## config.mk

```make
export PLATFORM = sky130hd
export DESIGN_NAME = cache_tag_array
export DESIGN_NICKNAME = d
export VERILOG_FILES = /design/src/design/cache_pkg.sv /design/src/design/cache_tag_array.sv
export SDC_FILE = /design/constraint.sdc
export NUM_CORES = 1
export LEC_CHECK = 0
export BUFFER_PORTS_ARGS = -buffer_cell sky130_fd_sc_hd__buf_2
export CORE_AREA = 2 2 201 282
export DETAILED_ROUTE_END_ITERATION = 12
export DIE_AREA = 0 0 203 284
export PLACE_DENSITY = 0.75
export REMOVE_ABC_BUFFERS = 1
export SLEW_MARGIN = 20
export SYNTH_ARGS = -nofsm -noshare
export SYNTH_HDL_FRONTEND = slang
export SYNTH_SLANG_ARGS = --single-unit
export TNS_END_PERCENT = 100
```

## constraint.sdc

```tcl
create_clock -name clk -period 5.5 [get_ports clk]
set_clock_uncertainty 0.05 [all_clocks]
set_input_delay 1.1 -clock clk [delete_from_list [all_inputs] [get_ports clk]]
set_output_delay 1.1 -clock clk [all_outputs]
set_load 0.005 [all_outputs]
```

## src/design/cache_pkg.sv

```systemverilog
/* cache lookup package
   organisation and field sizes, address field positions,
   lookup and far memory opcodes, result codes and shared structs */
`default_nettype none

package cache_pkg;

  //==========================================================================
  // organisation and sizes
  //==========================================================================
  localparam int NUM_WAYS        = 4;
  localparam int NUM_SETS        = 16;
  localparam int WAY_WIDTH       = 2;
  localparam int SET_WIDTH       = 4;
  localparam int WORD_WIDTH      = 32;
  localparam int NUM_WORDS_IN_CL = 4;
  localparam int OFFSET_WIDTH    = 2;
  localparam int ADDR_WIDTH      = 16;
  localparam int TAG_WIDTH       = 10;
  localparam int TQ_ID_WIDTH     = 4;
  localparam int REG_ID_WIDTH    = 5;
  localparam int FM_FIFO_DEPTH   = 4;

  // address layout is {tag, set, word offset}
  localparam int LSB_OFFSET    = 0;
  localparam int MSB_OFFSET    = LSB_OFFSET + OFFSET_WIDTH - 1;
  localparam int LSB_SET       = MSB_OFFSET + 1;
  localparam int MSB_SET       = LSB_SET + SET_WIDTH - 1;
  localparam int LSB_TAG       = MSB_SET + 1;
  localparam int MSB_TAG       = ADDR_WIDTH - 1;
  // line address and data array index widths
  localparam int CL_ADDR_WIDTH = TAG_WIDTH + SET_WIDTH;
  localparam int DA_ADDR_WIDTH = SET_WIDTH + WAY_WIDTH;
  // fill-request fifo pointer and level widths
  localparam int FM_PTR_WIDTH  = $clog2(FM_FIFO_DEPTH);
  localparam int FM_CNT_WIDTH  = FM_PTR_WIDTH + 1;

  //==========================================================================
  // opcodes and result codes
  //==========================================================================
  typedef enum logic [1:0] {RD_LU, WR_LU, FILL_LU} t_lu_op;
  typedef enum logic [1:0] {NO_RSP, HIT, MISS, FILL} t_lu_result;
  // room left for more far memory operations
  typedef enum logic [1:0] {FILL_REQ_OP = 2'b00} t_fm_op;

  typedef logic [NUM_WORDS_IN_CL-1:0][WORD_WIDTH-1:0] t_cl_data;

  //==========================================================================
  // interface structs
  //==========================================================================
  typedef struct packed {
    logic                    valid;
    t_lu_op                  lu_op;
    logic [ADDR_WIDTH-1:0]   address;
    logic [WORD_WIDTH-1:0]   data;
    t_cl_data                cl_data;
    logic [TQ_ID_WIDTH-1:0]  tq_id;
    logic [REG_ID_WIDTH-1:0] reg_id;
  } t_lu_req;

  typedef struct packed {
    logic                     rd_miss;
    logic [TQ_ID_WIDTH-1:0]   lu_tq_id;
    logic [CL_ADDR_WIDTH-1:0] cl_address;
  } t_early_lu_rsp;

  typedef struct packed {
    logic                    valid;
    t_lu_op                  lu_op;
    t_lu_result              lu_result;
    logic [TQ_ID_WIDTH-1:0]  tq_id;
    logic [REG_ID_WIDTH-1:0] reg_id;
    logic [ADDR_WIDTH-1:0]   address;
    t_cl_data                cl_data;
  } t_lu_rsp;

  typedef struct packed {
    logic                   valid;
    t_fm_op                 opcode;
    logic [ADDR_WIDTH-1:0]  address;
    logic [TQ_ID_WIDTH-1:0] tq_id;
  } t_fm_req;

  typedef struct packed {
    logic [SET_WIDTH-1:0] set;
  } t_set_rd_req;

  typedef struct packed {
    logic [NUM_WAYS-1:0][TAG_WIDTH-1:0] tags;
    logic [NUM_WAYS-1:0]                valid;
    logic [NUM_WAYS-1:0]                mru;
  } t_set_rd_rsp;

  typedef struct packed {
    logic                               en;
    logic [SET_WIDTH-1:0]               set;
    logic [NUM_WAYS-1:0][TAG_WIDTH-1:0] tags;
    logic [NUM_WAYS-1:0]                valid;
    logic [NUM_WAYS-1:0]                mru;
  } t_set_wr_req;

  typedef struct packed {
    logic                     rd_en;
    logic                     wr_en;
    logic [DA_ADDR_WIDTH-1:0] address;
    t_cl_data                 cl_data;
  } t_cl_req;

  // record carried down the lookup pipe
  typedef struct packed {
    logic                               valid;
    t_lu_op                             lu_op;
    logic [TAG_WIDTH-1:0]               lu_tag;
    logic [SET_WIDTH-1:0]               lu_set;
    logic [OFFSET_WIDTH-1:0]            lu_offset;
    logic [TQ_ID_WIDTH-1:0]             tq_id;
    logic [REG_ID_WIDTH-1:0]            reg_id;
    logic [WORD_WIDTH-1:0]              data;
    t_cl_data                           cl_data;
    logic [NUM_WAYS-1:0]                ways_hit;
    logic [WAY_WIDTH-1:0]               enc_hit;
    logic [NUM_WAYS-1:0]                ways_victim;
    logic [WAY_WIDTH-1:0]               enc_victim;
    logic                               hit;
    logic                               miss;
    logic [NUM_WAYS-1:0][TAG_WIDTH-1:0] new_tags;
    logic [NUM_WAYS-1:0]                new_valid;
    logic [NUM_WAYS-1:0]                new_mru;
  } t_pipe_bus;

endpackage

`default_nettype wire

```

## src/design/cache_tag_array.sv

```systemverilog
/* tag array
   per-set tags, valid and mru bits, registered q1 read,
   q2 write port with same-set bypass into the read data */
`default_nettype none

module cache_tag_array (
  input  wire                           clk,
  input  wire                           rst_n,
  input  var cache_pkg::t_set_rd_req    set_rd_req,
  output cache_pkg::t_set_rd_rsp        set_rd_rsp,
  input  var cache_pkg::t_set_wr_req    set_wr_req
);
  import cache_pkg::*;

  logic [NUM_WAYS-1:0][TAG_WIDTH-1:0] tags_mem  [NUM_SETS];
  logic [NUM_WAYS-1:0]                valid_mem [NUM_SETS];
  logic [NUM_WAYS-1:0]                mru_mem   [NUM_SETS];
  logic                               bypass;

  // q1 reads the set q2 is updating this cycle
  assign bypass = set_wr_req.en && (set_wr_req.set == set_rd_req.set);

  // tag storage
  always_ff @(posedge clk) begin
    if (set_wr_req.en) begin
      tags_mem[set_wr_req.set] <= set_wr_req.tags;
    end
  end

  // valid and mru state, cleared on reset
  always_ff @(posedge clk) begin
    if (!rst_n) begin
      for (int s = 0; s < NUM_SETS; s++) begin
        valid_mem[s] <= '0;
        mru_mem[s]   <= '0;
      end
    end else if (set_wr_req.en) begin
      valid_mem[set_wr_req.set] <= set_wr_req.valid;
      mru_mem[set_wr_req.set]   <= set_wr_req.mru;
    end
  end

  // registered read, lands in q2
  always_ff @(posedge clk) begin
    if (bypass) begin
      set_rd_rsp.tags  <= set_wr_req.tags;
      set_rd_rsp.valid <= set_wr_req.valid;
      set_rd_rsp.mru   <= set_wr_req.mru;
    end else begin
      set_rd_rsp.tags  <= tags_mem[set_rd_req.set];
      set_rd_rsp.valid <= valid_mem[set_rd_req.set];
      set_rd_rsp.mru   <= mru_mem[set_rd_req.set];
    end
  end

endmodule

`default_nettype wire

```

* Word level (Yosys, flattened, before mapping)
Memories as Yosys holds them, arrays and structs flattened. A register that Yosys moved wholly into a read port is not among the register bits.
Index checks and enable logic that the tools add are counted.
W data, S select, Z words.
** Storage, ports and cells
- Bits in registers :: 8
- Memories :: 3
- Output and inout port bits :: 48
- Input bits :: 59
- Memory bits (writable) :: 768
** Operators by class
- Eq/ne operators :: 1
- Reductions and logical operators :: 3
- Mux-type cells :: 12
** Memories
- tags_mem :: depth 16, bits a word 40, read ports 1, clocked after Yosys merged registers in 1, write ports 1, line cache_tag_array.sv:15 : logic [NUM_WAYS-1:0][TAG_WIDTH-1:0] tags_mem [NUM_SETS];
- mru_mem :: depth 16, bits a word 4, read ports 1, clocked after Yosys merged registers in 0, write ports 16, line cache_tag_array.sv:17 : logic [NUM_WAYS-1:0] mru_mem [NUM_SETS];
- valid_mem :: depth 16, bits a word 4, read ports 1, clocked after Yosys merged registers in 0, write ports 16, line cache_tag_array.sv:16 : logic [NUM_WAYS-1:0] valid_mem [NUM_SETS];
** Operators by type and width (count)
- $mux W48 :: 1
- $mux W4 :: 4
- $reduce_or A4 Y1 :: 2
- $mux W1 :: 7
- $eq A4 B4 Y1 :: 1
- $logic_and A1 B1 Y1 :: 1

* Logic depth before layout (Yosys ltp)
Gate-level depths: netlist (run 1).
- Depth after elaboration :: 5
- Gate-level depth with buffers :: 6

* Worst setup path after synthesis (run 1)
No wires, ideal clock.
- Path type :: input to register
- Start :: input set_wr_req[51] in the netlist's numbering
- End :: memory mru_mem[12][0] (enable)
- Buffers on the path :: 1
- Arrival :: 4.844 ns
- Library setup time :: 0.335 ns
- Setup slack :: 0.270 ns
- Cell stages on the path :: 4
- Required time :: 5.115 ns
- Cell sequence :: clkbuf_1 -> nand3_1 -> nor3_1 -> nand2b_1
** RTL lines
- start, declared :: line cache_tag_array.sv:11 : input var cache_pkg::t_set_wr_req set_wr_req
- end, declared :: line cache_tag_array.sv:17

==> impl_metrics.csv, run 1 <==
group,metric,value,unit
synth,synth_mux_area_share,18.5,%
routing,routed.top_layer,"met5",
die,io_pins,107,
global_routing,antenna_found_initial,6,
synth,synth_warnings,0,
cts,cts_sinks,780,
timing,fin_crit_sh,78.3,%
cts,ctsHtreeMaxLevel,3,
synth,synth_seq_area_share,76.4,%
timing,finalHoldViolCount,0,
synth,yosys.area_share.simple,3.52,%
setup_path,path_class,"register to output pin",
outcome,outcome,"completed",
finish,layoutNonFillerInstCount,2232,
cts,numCtsBuffers,72,
cts,cts_hold_buffers,0,
global_routing,overflow,0,
timing,finalSetupViolCount,0,
power_and_ir_drop,power.density,358,nW/um2
routing,wl,62.8,mm
finish,syn_to_final_growth,12.1,%
cts,path_clk_slew,60,ps
global_routing,grt_pass1_vias,14400,
cts,clock-root-buffer,"clkbuf_16",
setup_path,crit_required,4350,ps
synth,synth_fa_ha_area_share,0,%
timing,rsz0062_at_grt,"false",
timing,fin_crit,4310,ps
synth,synthDistinctLibCells,24,
setup_path,start_kind,"register",
routing,wl_met1,23.7,mm
die,row_count,102,
placed_design,placed_area,31900,um2
die,die_y,284,um
synth,synth_xor_area_share,0.115,%
global_routing,gr-usage-all-layers,22.3,%
routing,wl_met3,4.30,mm
synth,synth_compound_area_share,0.197,%
die,dieArea,57700,um2
power_and_ir_drop,ir_drop,0.000302,V
placed_design,globalplace.congestion,0.792,
cts,insertion_delay,600,ps
placed_design,dp_cells,2101,
setup_path,reg2regPathDepth,4,
synth,ys_ff_latch,780,
min_path,whs_path_depth,1,
routing,viasPerCell,6.18,
cts,cts_tree,"done",
synth,syn_inst,1313,
min_path,hold_class,"input pin to register",
cts,cts_buffer_depth,3,
setup_path,crit_path_max_fanout,59,
global_routing,grt_max_degree,97,
finish,drive_gt1_share,30.9,%
timing,fmax,232,MHz
synth,avgSynthCellArea,23.2,um2
timing,tightestPinTransition,892,ps
finish,finalNetCount,1506,
routing,avgRoutedWirePerCell,28.1,um
die,dieWidth,203,um
routing,drc,0,
synth,synth_top_family_by_area,"multiplexers",
routing,first_iter_violations,1259,
die,core-area,55000,um2
timing,maxSlewViolCount,0,
global_routing,grt_pass1_wl,93.0,mm
finish,final_area,34200,um2
routing,firstDrtPassIters,5,
cts,postCtsSetupRepairBufs,0,
routing,vias,13800,
timing,relSlewSlack,40.5,%
setup_path,critPathArrivalTime,3160,ps
placed_design,portBuffers,106,
synth,syn-cell-area,30500,um2
die,initial_core_util,55.5,%
placed_design,dp_hpwl,33.0,mm
cts,cts_resized,0,
routing,antenna_left,0,
power_and_ir_drop,p_leak,11.0,nW
routing,wl_met2,33.2,mm
run,maxCapViolCount,0,
setup_path,end_kind,"output pin",
-- cells in the mapped netlist (all sizes together) --
cell / count / area share, %
edfxtp: 768 / 76
nor3: 8 / 0.13
nand2b: 8 / 0.16
mux2: 8 / 0.30
buf: 33 / 0.84
nand2: 4 / 0.049
mux2i: 24 / 0.79
dfxtp: 12 / 0.79
nand4b: 2 / 0.057
nor2: 26 / 0.32
nand3: 2 / 0.033
clkbuf: 38 / 0.47
o21ai: 12 / 0.20
xnor2: 1 / 0.029
mux4: 232 / 17
and2: 128 / 2.6
xor2: 3 / 0.086
nand3b: 2 / 0.049
nor4: 1 / 0.070
nand4: 1 / 0.021
-- worst max-delay path: stages, from the launching register on --
cell     delay [ps]
dfxtp_4         720
buf_12          440
mux4_1          630
mux4_2          520
buf_2           150
-- report_power, final --
part / internal (mW) / switching, mW / leakage, nW
registers: 6.70 / 0.0671 / 7.11
logic: 0.304 / 0.352 / 2.81
clock network: 2.70 / 2.10 / 1.09
total: 9.70 / 2.52 / 11.0
-- state kept, by name (all words and copies together), names as in the netlist, named ones only --
register / count
valid_mem: 64
mru_mem: 64
tags_mem: 640
set_rd_rsp: 8
-- cell type report --
class	count	area, um2
diodes	3	7.51
clock buffers	91	1940
clock inverters	37	328
fillers	3608	20800
multi-input cells	462	6920
flip-flops and latches	780	23300
well taps	728	911
repair buffers	131	771
-- cells by family (layout without fill, tap and decap cells) --
family	count (synthesis)	count (layout)
AO/OA/AOI/OAI	12	12
XOR/XNOR	4	4
buffers and inverters	71	259
flip-flops	780	780
multiplexers	264	264
other	0	3
AND/OR/NAND/NOR	182	182
-- worst paths after layout --
| check | startpoint | to | slack (ps) |
|---|---|---|---|
| min | set_rd_req[1] | register | 760 |
| max reg2reg | valid_mem[14][2] | set_rd_rsp[6] | 3570 |
| min reg2reg | mru_mem[0][1] | set_rd_rsp[1] | 900 |
| max | register | set_rd_rsp[40] | 1190 |
-- layout by cell type, fill, tap and decap left out, types with 11 or more instances in the layout --
master and count:
clkbuf_16 75, nor2_1 14, mux2i_1 24, clkbuf_1 16
mux4_1 22, and2_1 128, o21ai_1 11, nor2_4 12
clkinv_1 18, buf_4 22, edfxtp_1 768, mux4_2 210
buf_2 105
-- per-stage QoR --
stage | util (%) | hold WS, ps | TNS, ps | total power [mW] | setup slack, ps
finish | 62.1 | 760 | 0 | 12.2 | 1190
global placement | 58.0 | 868 | 0 | 7.52 | 1820
global route | 62.1 | 746 | 0 | 12.6 | 990
floorplan | - | 785 | -125620 | 7.29 | -3190
CTS | 62.1 | 723 | 0 | 12.3 | 1110
detailed placement | 58.0 | 884 | 0 | 7.55 | 1750
-- routing by layer --
layer  up-vias  track usage, %
met3       107            3.53
li1       5785               -
met2       597            38.2
met5         -               0
met4         8            7.14
met1      7294            29.8
(Power assumes the default switching activity.)
==> inputs of run 2 (changes only) <==
- CORE_AREA: 2 2 201 282 -> 2 2 194 272
- DIE_AREA: 0 0 203 284 -> 0 0 196 274
- PLACE_DENSITY: 0.75 -> 0.77
- clock period: 5.5 -> 4.5 ns (I/O delays scaled with it)
==> impl_metrics.csv, run 2 (synthesized netlist as in run 1, its figures left out) <==
group,metric,value,unit
global_routing,overflow,0,
run,maxCapViolCount,0,
cts,insertion_delay,600,ps
timing,finalHoldViolCount,0,
timing,fmax,254,MHz
cts,cts_resized,0,
global_routing,grt_pass1_wl,95.0,mm
finish,final_area,34200,um2
setup_path,reg2regPathDepth,4,
timing,maxSlewViolCount,0,
finish,top_register,"tags_mem",
die,dieWidth,196,um
routing,wl,64.3,mm
finish,finalNetCount,1518,
cts,cts_tree,"done",
setup_path,critPathBufInv,2,
setup_path,end_kind,"output pin",
cts,ctsHtreeMaxLevel,3,
finish,final_common_cell,"edfxtp_1",
power_and_ir_drop,p_leak,11.1,nW
timing,tightestPinTransition,902,ps
routing,avgRoutedWirePerCell,29.6,um
setup_path,reg2reg_slack,2600,ps
finish,final_cell_mix,"edfxtp_1, mux4_2, and2_1",
setup_path,critPathArrivalTime,2980,ps
routing,viasPerCell,6.43,
timing,fin_crit,3930,ps
setup_path,r2r_end,"set_rd_rsp[0]",
routing,firstDrtPassIters,5,
setup_path,r2r-start,"mru_mem[6][0]",
setup_path,cpMostUsedCell,"mux4_2",
timing,relSlewSlack,39.9,%
setup_path,cp_top_family,"multiplexers",
min_path,hold_class,"input pin to register",
die,io_pins,107,
die,row_count,99,
setup_path,start_kind,"register",
power_and_ir_drop,ir_drop,0.000330,V
finish,utilization,66.3,%
timing,fin_crit_sh,87.4,%
finish,largest_reg_flops,640,
finish,syn_to_final_growth,12.0,%
die,dieArea,53700,um2
global_routing,grt_max_degree,54,
timing,hold_slack,549,ps
global_routing,grt_pass1_vias,14800,
cts,clock-root-buffer,"clkbuf_16",
cts,postCtsSetupRepairBufs,0,
setup_path,slowest_delay,650,ps
min_path,whs_path_depth,1,
routing,antenna_left,0,
placed_design,dp_hpwl,33.4,mm
routing,drc,0,
timing,finalSetupViolCount,0,
cts,cts_buffer_depth,3,
cts,cts_sinks,780,
setup_path,crit_required,3550,ps
die,initial_core_util,59.2,%
timing,rsz0062_at_grt,"false",
power_and_ir_drop,total_power,14.8,mW
die,core-area,51500,um2
outcome,outcome,"completed",
min_path,min-delay-start,"set_rd_req[1]",
finish,nFillCells,3194,
routing,vias,14000,
global_routing,antenna_found_initial,9,
finish,drive_gt1_share,31.5,%
finish,reg_top3,"tags_mem (640), mru_mem (64), valid_mem (64)",
cts,cts_hold_buffers,0,
power_and_ir_drop,power.density,432,nW/um2
routing,first_iter_violations,1385,
setup_path,path_class,"register to output pin",
setup_path,worstPathCellList,"buf_12 -> mux4_2 -> mux4_2 -> buf_2",
placed_design,portBuffers,106,
cts,numCtsBuffers,70,
setup_path,crit_path_max_fanout,53,
placed_design,globalplace.congestion,0.835,
timing,setup_tns,0,ps
global_routing,gr-usage-all-layers,24.8,%
die,die_y,274,um
placed_design,placed_area,32000,um2
setup_path,cp_slowest_cell,"dfxtp_4",
cts,path_clk_slew,60,ps
run 2: power breakdown:
part / leakage (nW) / internal (mW) / switching, mW / total, mW
sequential: 7.11 / 8.18 / 0.0777 / 8.26
clock: 1.05 / 3.18 / 2.49 / 5.68
combinational: 2.90 / 0.384 / 0.442 / 0.826
run 2: worst max path at each step:
stage / startpoint / depth (start not counted) / to / slack [ps]
2_1_floorplan: register / 2 / set_rd_rsp[28] / -3990
5_1_grt: register / 4 / set_rd_rsp[25] / 410
3_5_place_dp: register / 4 / set_rd_rsp[17] / 1130
4_1_cts: register / 4 / set_rd_rsp[14] / 470
3_3_place_gp: register / 4 / set_rd_rsp[45] / 1160
6_report: register / 4 / set_rd_rsp[14] / 570
run 2: stage by stage:
step	setup slack [ps]	std cells
2_1_floorplan	-3990	1242
3_3_place_gp	1160	2043
3_5_place_dp	1130	2043
4_1_cts	472	2166
5_1_grt	407	2170
6_report	566	2174
run 2: routing by layer:
metal	routed length [um]	share of wire, %	global-route usage, %	vias up
met5	27	0.042	0	-
met4	1880	2.9	9.29	4
met3	4770	7.4	3.89	107
met2	34100	53	43.4	669
met1	23600	37	31.7	7381
li1	-	-	-	5813
run 2: worst reg2reg max path, delay by kind of cell (launching register included):
kind | cells | cell delay, ps
mux | 4 | 1380
flops | 1 | 380
run 2: area by class of cell:
cell class | instances | area (um2) | share of cell area [%]
sequential | 780 | 23300 | 68.2
clock buffer | 96 | 1930 | 5.65
tap | 656 | 821 | 2.40
clock inverter | 27 | 220 | 0.644
multi-input combinational | 462 | 6920 | 20.2
antenna | 8 | 20.0 | 0.0586
timing repair buffer | 145 | 948 | 2.78
