<file path="config.mk">
export PLATFORM = sky130hd
export DESIGN_NAME = cache_fm_req_fifo
export DESIGN_NICKNAME = d
export VERILOG_FILES = /design/src/design/cache_pkg.sv /design/src/design/cache_fm_req_fifo.sv
export SDC_FILE = /design/constraint.sdc
export NUM_CORES = 1
export LEC_CHECK = 0
export BUFFER_PORTS_ARGS = -buffer_cell sky130_fd_sc_hd__clkbuf_2
export CORE_MARGIN = 1
export CORE_UTILIZATION = 56
export CTS_BUF_LIST = sky130_fd_sc_hd__clkbuf_16
export DETAILED_ROUTE_END_ITERATION = 7
export GPL_TIMING_DRIVEN = 1
export PLACE_DENSITY = 0.77
export SETUP_SLACK_MARGIN = 0.4
export SYNTH_ARGS = -nofsm -noshare
export SYNTH_HDL_FRONTEND = slang
export SYNTH_SLANG_ARGS = --single-unit
export TNS_END_PERCENT = 10
</file>
<file path="constraint.sdc">
create_clock -name clk -period 2.75 [get_ports clk]
set_input_delay 0.55 -clock clk [delete_from_list [all_inputs] [get_ports clk]]
set_output_delay 0.55 -clock clk [all_outputs]
set_load 0.02 [all_outputs]
</file>
<file path="src/design/cache_pkg.sv">
/* cache lookup package
   organisation and field sizes, address field positions,
   lookup and far memory opcodes, result codes and shared structs */
`default_nettype none

package cache_pkg;

  //==========================================================================
  // organisation and sizes
  //==========================================================================
  localparam int NUM_WAYS        = 4;
  localparam int NUM_SETS        = 16;
  localparam int WAY_WIDTH       = 2;
  localparam int SET_WIDTH       = 4;
  localparam int WORD_WIDTH      = 32;
  localparam int NUM_WORDS_IN_CL = 4;
  localparam int OFFSET_WIDTH    = 2;
  localparam int ADDR_WIDTH      = 16;
  localparam int TAG_WIDTH       = 10;
  localparam int TQ_ID_WIDTH     = 4;
  localparam int REG_ID_WIDTH    = 5;
  localparam int FM_FIFO_DEPTH   = 4;

  // address layout is {tag, set, word offset}
  localparam int LSB_OFFSET    = 0;
  localparam int MSB_OFFSET    = LSB_OFFSET + OFFSET_WIDTH - 1;
  localparam int LSB_SET       = MSB_OFFSET + 1;
  localparam int MSB_SET       = LSB_SET + SET_WIDTH - 1;
  localparam int LSB_TAG       = MSB_SET + 1;
  localparam int MSB_TAG       = ADDR_WIDTH - 1;
  // line address and data array index widths
  localparam int CL_ADDR_WIDTH = TAG_WIDTH + SET_WIDTH;
  localparam int DA_ADDR_WIDTH = SET_WIDTH + WAY_WIDTH;
  // fill-request fifo pointer and level widths
  localparam int FM_PTR_WIDTH  = $clog2(FM_FIFO_DEPTH);
  localparam int FM_CNT_WIDTH  = FM_PTR_WIDTH + 1;

  //==========================================================================
  // opcodes and result codes
  //==========================================================================
  typedef enum logic [1:0] {RD_LU, WR_LU, FILL_LU} t_lu_op;
  typedef enum logic [1:0] {NO_RSP, HIT, MISS, FILL} t_lu_result;
  // room left for more far memory operations
  typedef enum logic [1:0] {FILL_REQ_OP = 2'b00} t_fm_op;

  typedef logic [NUM_WORDS_IN_CL-1:0][WORD_WIDTH-1:0] t_cl_data;

  //==========================================================================
  // interface structs
  //==========================================================================
  typedef struct packed {
    logic                    valid;
    t_lu_op                  lu_op;
    logic [ADDR_WIDTH-1:0]   address;
    logic [WORD_WIDTH-1:0]   data;
    t_cl_data                cl_data;
    logic [TQ_ID_WIDTH-1:0]  tq_id;
    logic [REG_ID_WIDTH-1:0] reg_id;
  } t_lu_req;

  typedef struct packed {
    logic                     rd_miss;
    logic [TQ_ID_WIDTH-1:0]   lu_tq_id;
    logic [CL_ADDR_WIDTH-1:0] cl_address;
  } t_early_lu_rsp;

  typedef struct packed {
    logic                    valid;
    t_lu_op                  lu_op;
    t_lu_result              lu_result;
    logic [TQ_ID_WIDTH-1:0]  tq_id;
    logic [REG_ID_WIDTH-1:0] reg_id;
    logic [ADDR_WIDTH-1:0]   address;
    t_cl_data                cl_data;
  } t_lu_rsp;

  typedef struct packed {
    logic                   valid;
    t_fm_op                 opcode;
    logic [ADDR_WIDTH-1:0]  address;
    logic [TQ_ID_WIDTH-1:0] tq_id;
  } t_fm_req;

  typedef struct packed {
    logic [SET_WIDTH-1:0] set;
  } t_set_rd_req;

  typedef struct packed {
    logic [NUM_WAYS-1:0][TAG_WIDTH-1:0] tags;
    logic [NUM_WAYS-1:0]                valid;
    logic [NUM_WAYS-1:0]                mru;
  } t_set_rd_rsp;

  typedef struct packed {
    logic                               en;
    logic [SET_WIDTH-1:0]               set;
    logic [NUM_WAYS-1:0][TAG_WIDTH-1:0] tags;
    logic [NUM_WAYS-1:0]                valid;
    logic [NUM_WAYS-1:0]                mru;
  } t_set_wr_req;

  typedef struct packed {
    logic                     rd_en;
    logic                     wr_en;
    logic [DA_ADDR_WIDTH-1:0] address;
    t_cl_data                 cl_data;
  } t_cl_req;

  // record carried down the lookup pipe
  typedef struct packed {
    logic                               valid;
    t_lu_op                             lu_op;
    logic [TAG_WIDTH-1:0]               lu_tag;
    logic [SET_WIDTH-1:0]               lu_set;
    logic [OFFSET_WIDTH-1:0]            lu_offset;
    logic [TQ_ID_WIDTH-1:0]             tq_id;
    logic [REG_ID_WIDTH-1:0]            reg_id;
    logic [WORD_WIDTH-1:0]              data;
    t_cl_data                           cl_data;
    logic [NUM_WAYS-1:0]                ways_hit;
    logic [WAY_WIDTH-1:0]               enc_hit;
    logic [NUM_WAYS-1:0]                ways_victim;
    logic [WAY_WIDTH-1:0]               enc_victim;
    logic                               hit;
    logic                               miss;
    logic [NUM_WAYS-1:0][TAG_WIDTH-1:0] new_tags;
    logic [NUM_WAYS-1:0]                new_valid;
    logic [NUM_WAYS-1:0]                new_mru;
  } t_pipe_bus;

endpackage

`default_nettype wire

</file>
<file path="src/design/cache_fm_req_fifo.sv">
/* fill-request fifo toward far memory
   circular buffer with pointers and count, head shown on fm_req */
`default_nettype none

module cache_fm_req_fifo (
  input  wire                       clk,
  input  wire                       rst_n,
  input  var cache_pkg::t_fm_req    fm_req_in,
  output cache_pkg::t_fm_req        fm_req,
  input  wire                       fm_req_pop,
  output logic                      fm_fifo_full,
  output logic                      fm_fifo_afull
);
  import cache_pkg::*;

  t_fm_req                 mem [FM_FIFO_DEPTH];
  logic [FM_PTR_WIDTH-1:0] wr_ptr, rd_ptr;
  logic [FM_CNT_WIDTH-1:0] count;
  logic                    push, pop;

  assign fm_fifo_full  = (count == FM_CNT_WIDTH'(FM_FIFO_DEPTH));
  // room kept for the two lookups still in flight
  assign fm_fifo_afull = (count >= FM_CNT_WIDTH'(FM_FIFO_DEPTH - 2));

  // push while full is dropped
  assign push = fm_req_in.valid && !fm_fifo_full;
  assign pop  = fm_req_pop && (count != '0);

  always_ff @(posedge clk) begin
    if (push) begin
      mem[wr_ptr] <= fm_req_in;
    end
  end

  // pointers wrap on the power-of-two depth
  always_ff @(posedge clk) begin
    if (!rst_n) begin
      wr_ptr <= '0;
      rd_ptr <= '0;
      count  <= '0;
    end else begin
      if (push) begin
        wr_ptr <= wr_ptr + 1'b1;
      end
      if (pop) begin
        rd_ptr <= rd_ptr + 1'b1;
      end
      case ({push, pop})
        2'b10:   count <= count + 1'b1;
        2'b01:   count <= count - 1'b1;
        default: count <= count;
      endcase
    end
  end

  // head entry, valid when not empty
  always_comb begin
    fm_req       = mem[rd_ptr];
    fm_req.valid = (count != '0);
  end

endmodule

`default_nettype wire

</file>
== Word level (Yosys, flattened, before mapping) ==
Memories as Yosys holds them, arrays and structs flattened. A register that Yosys moved wholly into a read port is not among the register bits.
Cells that the tools add are included.
Widths: inputs -> output; s select.
Word-level totals
  flip-flop bits (word level): 7
  RAM bits: 92
  output and inout bits: 25
  memories kept: 1
Operators by class
  add/sub/neg operators: 4
  order comparisons: 1
  equal/unequal tests: 3
  mux-type cells: 5
  reduce and logical (&&, ||, !) cells: 5
Memories
  mem: words 4, width 23, rd ports 1, clocked after memory_dff 1, write ports 1, RTL line cache_fm_req_fifo.sv:16  | t_fm_req mem [FM_FIFO_DEPTH];
Operators with widths (number)
  $pmux 3 s2: 1
  $add 2x1->2 const B: 2
  $mux 2: 2
  $add 3x1->3 const B: 1
  $eq 3x3->1 const B: 1
  $ge 3x2->1 const B: 1
  $reduce_bool 3->1: 1
  $sub 3x1->3 const B: 1
  $eq 2x1->1 const B: 1
  $eq 2x2->1 const B: 1
  $logic_and 1x1->1: 2
  $mux 1: 2
  $reduce_bool 2->1: 1
  $logic_not 1->1: 1

== Logic depth before layout (Yosys ltp) ==
Gate-level depths: netlist of the first run.
  depth in word-level cells: 5
  depth in mapped cells: 10
  depth with buffers taken out: 9

== Least setup slack after synthesis of the first run ==
No wires, ideal clock.
  path kind: register to register
  start point: register count[2]
  end point: register count[2]
  data arrival time: 2.304 ns
  required time: 2.680 ns
  path slack: 0.376 ns
  cell stages (with the launch flop): 11
  clock period less this slack: 2.374 ns
  cell sequence: dfxtp_1 > nor3b_2 > nor2b_1 > buf_6 > inv_1 > ha_1 > inv_1 > fa_1 > xor2_1 > or3_2 > a21boi_1
Between the ends
  cells in the longest elaborated chain, start to end: 5
RTL lines
  start, declared: RTL line cache_fm_req_fifo.sv:18  | logic [FM_CNT_WIDTH-1:0] count;
  start signal, assigned: RTL line cache_fm_req_fifo.sv:49  | 2'b10: count <= count + 1'b1;
  start signal, assigned: RTL line cache_fm_req_fifo.sv:50  | 2'b01: count <= count - 1'b1;
  start signal, assigned: RTL line cache_fm_req_fifo.sv:51  | default: count <= count;
  $eq 3x3->1 (*): RTL line cache_fm_req_fifo.sv:21  | assign fm_fifo_full = (count == FM_CNT_WIDTH'(FM_FIFO_DEPTH));
  named net fm_fifo_full: RTL line cache_fm_req_fifo.sv:11  | output logic fm_fifo_full,
  $logic_not 1->1 (*): RTL line cache_fm_req_fifo.sv:26  | assign push = fm_req_in.valid && !fm_fifo_full;
  $logic_and 1x1->1 (*): RTL line cache_fm_req_fifo.sv:26
  $eq 2x1->1 / $eq 2x2->1 (equally long branches): RTL line cache_fm_req_fifo.sv:48  | case ({push, pop})
  $pmux 3 s2 / $reduce_bool 2->1 (equally long branches)
Mark *: on every way through the listed nets, which the timed path passes. The rest lies on a longest branch.
A chain may end at the register's enable or synchronous reset.

==> qor.yml, run 1 <==
status: "completed"
wirelength_mm: 5.540
cp_num_buf_inv: 2
path_clk_slew_ns: 0.07
crit_family: "multiplexers"
worst_ep_arrival_time_ns: 1.67
antenna_found_initial: 0
power_frac_comb_pct: 25.3
fin_util_pct: 68.35
hp-class: "input port to flip-flop"
synth_nets: 199
endpoint_kind: "primary output"
regArea_mm2: 0.002825
p_sw_share_pct: 27.72
met2WireLength_mm: 2.804
crit_fanout: 22
hold_viol: 0
start_util_pct: 58.11
gp_congestion: 0.6854
dr_wl_met3_um: 216
worst_setup_path_start_kind: "flip-flop"
place_area_mm2: 0.004011
tns_ns: 0
report.final.slew_viol_count: 0
tightest_slew_ns: 0.6024
die_w_um: 83.17
multi_input_area_um2: 805.8
rrSetupSlack_ns: 0.54
max_cap_violations: 0
power_leakage_uw: 0.001509
power_switching_uw: 1171
grt_usage_pct: 16.80
final_cell_count_no_fill: 306
synth-seq-area-share_pct: 76.50
core_mm2: 0.006350
yosysWarnings: 0
cts_num_sinks: 97
die-area_mm2: 0.006917
fin_crit_ns: 2.221
synth_area_mm2: 0.003690
path_depth: 3
die_h_um: 83.17
intPower_uw: 3054
min-delay-start: "fm_req_in[12]"
drt_iter0_drc: 90
route.detailed.drc: 0
drive_gt1_share_pct: 44.54
cts-hold-fix-buffers: 0
dp_hpwl_mm: 3.387
rr_worst_depth: 9
grt-ovfl-total: 0
cts_resized: 1
clk_latency_ns: 0.33
clk_path_buf_depth: 2
nets: 256
cts_tree: "done"
p_per_area_mw_per_mm2: 973.5
cts-root-buf: "clkbuf_16"
port_buffers: 50
placedCellCount: 290
dr.pass1.iters: 4
hold-worst-slack_ns: 0.4368
reg2reg_from: "count[0]"
cp.required_ns: 2.20
crit_type: "flip-flop to primary output"
cts_buffers: 9
grt_pass1_vias: 1686
grt_max_degree: 23
netlist-cell-type-count: 23
hold_path_end: "mem[3][12]"
ios: 51
ys_seq_elements: 97
pwr-share-seq_pct: 43.9
routed.top_layer: "met4"
ant_nets: 0
routedWlPerCell_um: 18.10
rsz0062_at_grt: "no"
area_growth_pct: 17.63
peakVddDrop_uv: 674.3
met1Wirelength_mm: 2.444
postCtsSetupRepairBufs: 0
worstPathCellList: "buf_6 -> mux4_2 -> clkbuf_2"
setup_viol: 0
antenna_cells: 0
final_cell_area_mm2: 0.004340
r2r-end: "count[2]"
fillerInstances: 387
fp-row-count: 29
fmax_mhz: 450.3
fin_crit_sh_pct: 80.75
relSlewSlack_pct: 59.84
post_drt_via_cell_ratio: 5.546
min_delay_path_depth: 1
slowest_stage: "mux4_2"
crit_path_max_incr_delay_ns: 0.55
grt_pass1_wl_mm: 8.597
fin_skew_ns: 0.006644
synthesis.instances: 167
num_vias: 1697
p_clk_share_pct: 30.8
htreeDepth: 3
syn_avg_cell_area_um2: 22.09
==> cell usage in the layout, fill, tap and decap left out, drive strengths merged <==
master	count
dfxtp	9
o31a	1
and2	7
bufinv	2
o21ai	2
mux4	22
a21boi	1
ha	5
clkinvlp	2
xnor2	3
xor2	1
clkbuf	59
or3	2
fa	1
nor3b	1
o311ai	1
clkinv	2
or2	1
mux2i	2
edfxtp	88
nand2	5
nor2b	3
buf	2
inv	7
==> worst register-to-register path: stages (launching register included) <==
cell	delay, ns
dfxtp_1	0.38
nor3b_4	0.23
nor2b_2	0.11
inv_1	0.08
ha_1	0.17
inv_1	0.06
fa_1	0.38
xor2_1	0.17
or3_2	0.41
a21boi_1	0.15
==> sequential cells by signal, summed over array words and instances (netlist names), named ones only <==
register / count
count: 3
mem: 88
rd_ptr: 2
wr_ptr: 2
==> metrics by stage <==
stage | total power, uW | setup slack (ns)
floorplan | 2686 | 0.4460
global placement | 2942 | 0.4973
detailed placement | 2966 | 0.4679
CTS | 4262 | 0.4539
global route | 4380 | 0.4165
finish | 4225 | 0.5292
==> kinds of logic (layout without fill, tap and decap cells) <==
group           count (synthesis)  count (layout)  share of synthesized area, %
flops                          97              97                         76.50
mux                            24              24                         13.97
simple gates                   19              19                         3.255
buf+inv                        12              74                         1.899
fa+ha+maj                       6               6                         2.238
compound gates                  5               5                         1.187
xor+xnor                        4               4                        0.9496
==> worst max path at each step <==
stage / startpoint / endpoint
finish: flip-flop / fm_req[10]
global route: count[0] / count[2]
CTS: count[2] / count[2]
detailed placement: fm_req_in[22] / count[2]
global placement: fm_req_in[22] / count[2]
floorplan: count[2] / count[2]
==> cell type report <==
| cell class | count | area share, % |
|---|---|---|
| Inverter | 6 | 0.5189 |
| Sequential cell | 97 | 65.09 |
| Clock inverter | 7 | 2.220 |
| Timing Repair Buffer | 52 | 6.198 |
| Tap cell | 77 | 2.220 |
| Multi-Input combinational cell | 58 | 18.56 |
| Clock buffer | 9 | 5.189 |
==> layer usage <==
layer / global-route usage, % / vias up
met1: 21.64 / 861
met5: 0 / -
met2: 27.79 / 42
li1: - / 785
met4: 7.053 / 0
met3: 3.877 / 9
==> synthesized netlist by cell type <==
library cell | instances | area (um2)
edfxtp_1 | 88 | 2643
mux4_2 | 22 | 495.5
dfxtp_1 | 9 | 180.2
inv_1 | 6 | 22.52
ha_1 | 5 | 62.56
nand2_1 | 5 | 18.77
and2_2 | 4 | 30.03
and2_1 | 3 | 18.77
buf_6 | 3 | 33.78
nor2b_1 | 3 | 18.77
xnor2_1 | 3 | 26.28
buf_2 | 2 | 10.01
mux2i_1 | 2 | 20.02
o21ai_0 | 2 | 10.01
or3_2 | 2 | 15.01
a21boi_1 | 1 | 7.510
clkbuf_1 | 1 | 3.750
fa_1 | 1 | 20.02
nor3b_2 | 1 | 12.51
o311ai_2 | 1 | 16.27
o31a_2 | 1 | 10.01
or2_2 | 1 | 6.260
xor2_1 | 1 | 8.760
==> power by group through the flow <==
stage / combinational [uW] / sequential [uW] / clock [uW]
after floorplan: 810 / 1880 / 0
after global placement: 1070 / 1880 / 0
after detailed placement: 1080 / 1890 / 0
after CTS: 1090 / 1860 / 1320
after global routing: 1140 / 1870 / 1360
final: 1070 / 1860 / 1300
Note: power is estimated with default switching activity, not from simulation.
==> inputs of run 2 (changes only) <==
--- a/config.mk
+++ b/config.mk
@@ -7,11 +7,11 @@
 export LEC_CHECK = 0
 export BUFFER_PORTS_ARGS = -buffer_cell sky130_fd_sc_hd__clkbuf_2
 export CORE_MARGIN = 1
-export CORE_UTILIZATION = 56
+export CORE_UTILIZATION = 51
 export CTS_BUF_LIST = sky130_fd_sc_hd__clkbuf_16
 export DETAILED_ROUTE_END_ITERATION = 7
 export GPL_TIMING_DRIVEN = 1
-export PLACE_DENSITY = 0.77
+export PLACE_DENSITY = 0.74
 export SETUP_SLACK_MARGIN = 0.4
 export SYNTH_ARGS = -nofsm -noshare
 export SYNTH_HDL_FRONTEND = slang
==> constraint.sdc (replaced) <==
create_clock -name clk -period 1.95 [get_ports clk]
set_input_delay 0.39 -clock clk [delete_from_list [all_inputs] [get_ports clk]]
set_output_delay 0.39 -clock clk [all_outputs]
set_load 0.02 [all_outputs]
==> qor.yml, run 2 (synthesized netlist as in run 1, its figures left out) <==
dr.pass1.iters: 4  # unchanged
endpoint_kind: "primary output"  # unchanged
core_mm2: 0.006907  # was 0.006350 mm2
place_area_mm2: 0.004193  # was 0.004011 mm2
regArea_mm2: 0.002835  # was 0.002825 mm2
violations: "negative setup slack"
ant_nets: 0  # unchanged
status: "finished, violations left"  # was completed
largest_reg_flops: 88  # unchanged
max_cap_violations: 0  # unchanged
min_delay_path_depth: 1  # unchanged
die_h_um: 87.06  # was 83.17 um
fp-row-count: 30  # was 29
finalWorstSetupSlack_ns: -0.06434  # was 0.5292 ns
antenna_found_initial: 0  # unchanged
drive_gt1_share_pct: 50.62  # was 44.54%
path_clk_slew_ns: 0.07  # about the same
grt-ovfl-total: 0  # unchanged
htreeDepth: 3  # unchanged
port_buffers: 50  # unchanged
cts_tree: "done"  # unchanged
p_per_area_mw_per_mm2: 1365  # was 973.5 mW/mm2
p_clk_share_pct: 25.7  # was 30.8%
die-area_mm2: 0.007579  # was 0.006917 mm2
route.detailed.drc: 0  # unchanged
nets: 268  # was 256
p_sw_share_pct: 28.40  # was 27.72%
post_drt_via_cell_ratio: 5.157  # was 5.546
multi_input_area_um2: 850.8  # was 805.8 um2
wirelength_mm: 5.725  # was 5.540 mm
num_vias: 1738  # was 1697
grt_usage_pct: 17.20  # was 16.80%
report.final.slew_viol_count: 0  # unchanged
rr_worst_depth: 9  # unchanged
power_frac_comb_pct: 32.9  # was 25.3%
rsz0062_at_grt: "yes"  # was no
clk_path_buf_depth: 2  # unchanged
cts_buffers: 9  # unchanged
final_cell_area_mm2: 0.004677  # was 0.004340 mm2
ios: 51  # unchanged
fmax_mhz: 496.4
worst_ep_arrival_time_ns: 1.62  # was 1.67 ns
grt_pass1_wl_mm: 9.232  # was 8.597 mm
crit_type: "flip-flop to primary output"  # unchanged
drt_iter0_drc: 116  # was 90
setup_viol: 19  # was 0
cp.required_ns: 1.56  # was 2.20 ns
fillerInstances: 459  # was 387
power_leakage_uw: 0.001627  # was 0.001509 uW
power_switching_uw: 1813  # was 1171 uW
die_w_um: 87.06  # was 83.17 um
cts_num_sinks: 97  # unchanged
tightest_slew_ns: 0.2549  # was 0.6024 ns
relSlewSlack_pct: 82.98  # was 59.84%
clk_latency_ns: 0.34  # was 0.33 ns
worst_setup_path_start_kind: "flip-flop"  # unchanged
hold_viol: 0  # unchanged
fin_skew_ns: 0.007608  # was 0.006644 ns
largest_register: "mem"  # unchanged
intPower_uw: 4571  # was 3054 uW
place_ws_ns: 0.02086  # was 0.4679 ns
area_growth_pct: 26.75  # was 17.63%
fin_crit_ns: 2.014
start_util_pct: 53.42  # was 58.11%
routedWlPerCell_um: 16.99  # was 18.10 um
crit_fanout: 6  # was 22
cts-root-buf: "clkbuf_16"  # unchanged
top_regs: "mem (88), count (3)"  # unchanged
antenna_cells: 0  # unchanged
dp_hpwl_mm: 3.725  # was 3.387 mm
fin_crit_sh_pct: 103.3
hp-class: "input port to flip-flop"  # unchanged
final_common_cell: "edfxtp_1"  # unchanged
grt_max_degree: 20  # was 23
pwr-share-seq_pct: 41.4  # was 43.9%
final_cell_mix: "88 x edfxtp_1, 27 x clkbuf_2, 22 x mux4_2"  # was 88 x edfxtp_1, 50 x clkbuf_2, 22 x mux4_2
peakVddDrop_uv: 756.0  # was 674.3 uV
gp_congestion: 0.7171  # was 0.6854
grt_pass1_vias: 1808  # was 1686
tns_ns: -0.8735  # was 0 ns
==> run 2: worst paths after layout <==
check,startpoint,end,slack [ns]
hold reg to reg,wr_ptr[1],wr_ptr[1],0.50
hold / removal,fm_req_in[14],mem[1][14],0.27
setup reg to reg,count[1],count[2],0.03
setup / recovery,flip-flop,fm_req[2],-0.06
==> run 2: worst max-delay path, cell delays in order, from the launching register on <==
cell,delay [ns]
dfxtp_4,0.38
buf_12,0.11
buf_12,0.12
mux4_2,0.52
buf_6,0.15
==> run 2: power groups by stage <==
stage | logic (uW) | clock network (uW) | registers [uW]
after floorplan | 1170 | 0 | 2650
after global placement | 1690 | 0 | 2680
after detailed placement | 1700 | 0 | 2690
after CTS | 2050 | 1680 | 2640
after global routing | 2230 | 1760 | 2670
final | 2100 | 1640 | 2640
==> run 2: area by class of cell <==
type                    instances  area share (%)
flip-flops and latches         97           60.62
multi-input cells              58           18.19
repair buffers                 64           12.07
clock buffers                   9           4.815
well taps                      96           2.568
clock inverters                 7           1.257
inverters                       6          0.4815
==> run 2: stage by stage <==
step                      power (uW)  instances  util, %  hold WS [ns]
final                           6384        337    67.72        0.2665
after global routing            6657        337    67.72        0.2631
after CTS                       6375        337    67.23        0.2598
after detailed placement        4384        317    60.71        0.4935
after global placement          4362        317    60.71        0.4890
after floorplan                 3825        167        -        0.4677
==> run 2: per-layer routing <==
| layer | vias to the layer above | global-route usage [%] | wire length (um) |
|---|---|---|---|
| met2 | 32 | 28.56 | 3020 |
| li1 | 812 | - | - |
| met1 | 887 | 21.74 | 2427 |
| met4 | 0 | 6.364 | 76 |
| met3 | 7 | 4.834 | 200 |
| met5 | - | 0 | 0 |
==> run 2: repair_timing <==
| item | CTS | global route |
|---|---|---|
| hold buffers | 0 | 0 |
| endpoints found under the setup margin | 97 | 49 |
| gates cloned | 1 | 0 |
| pin swaps | 10 | 3 |
| buffers inserted | 3 | 0 |
| gates resized for setup | 24 | 30 |
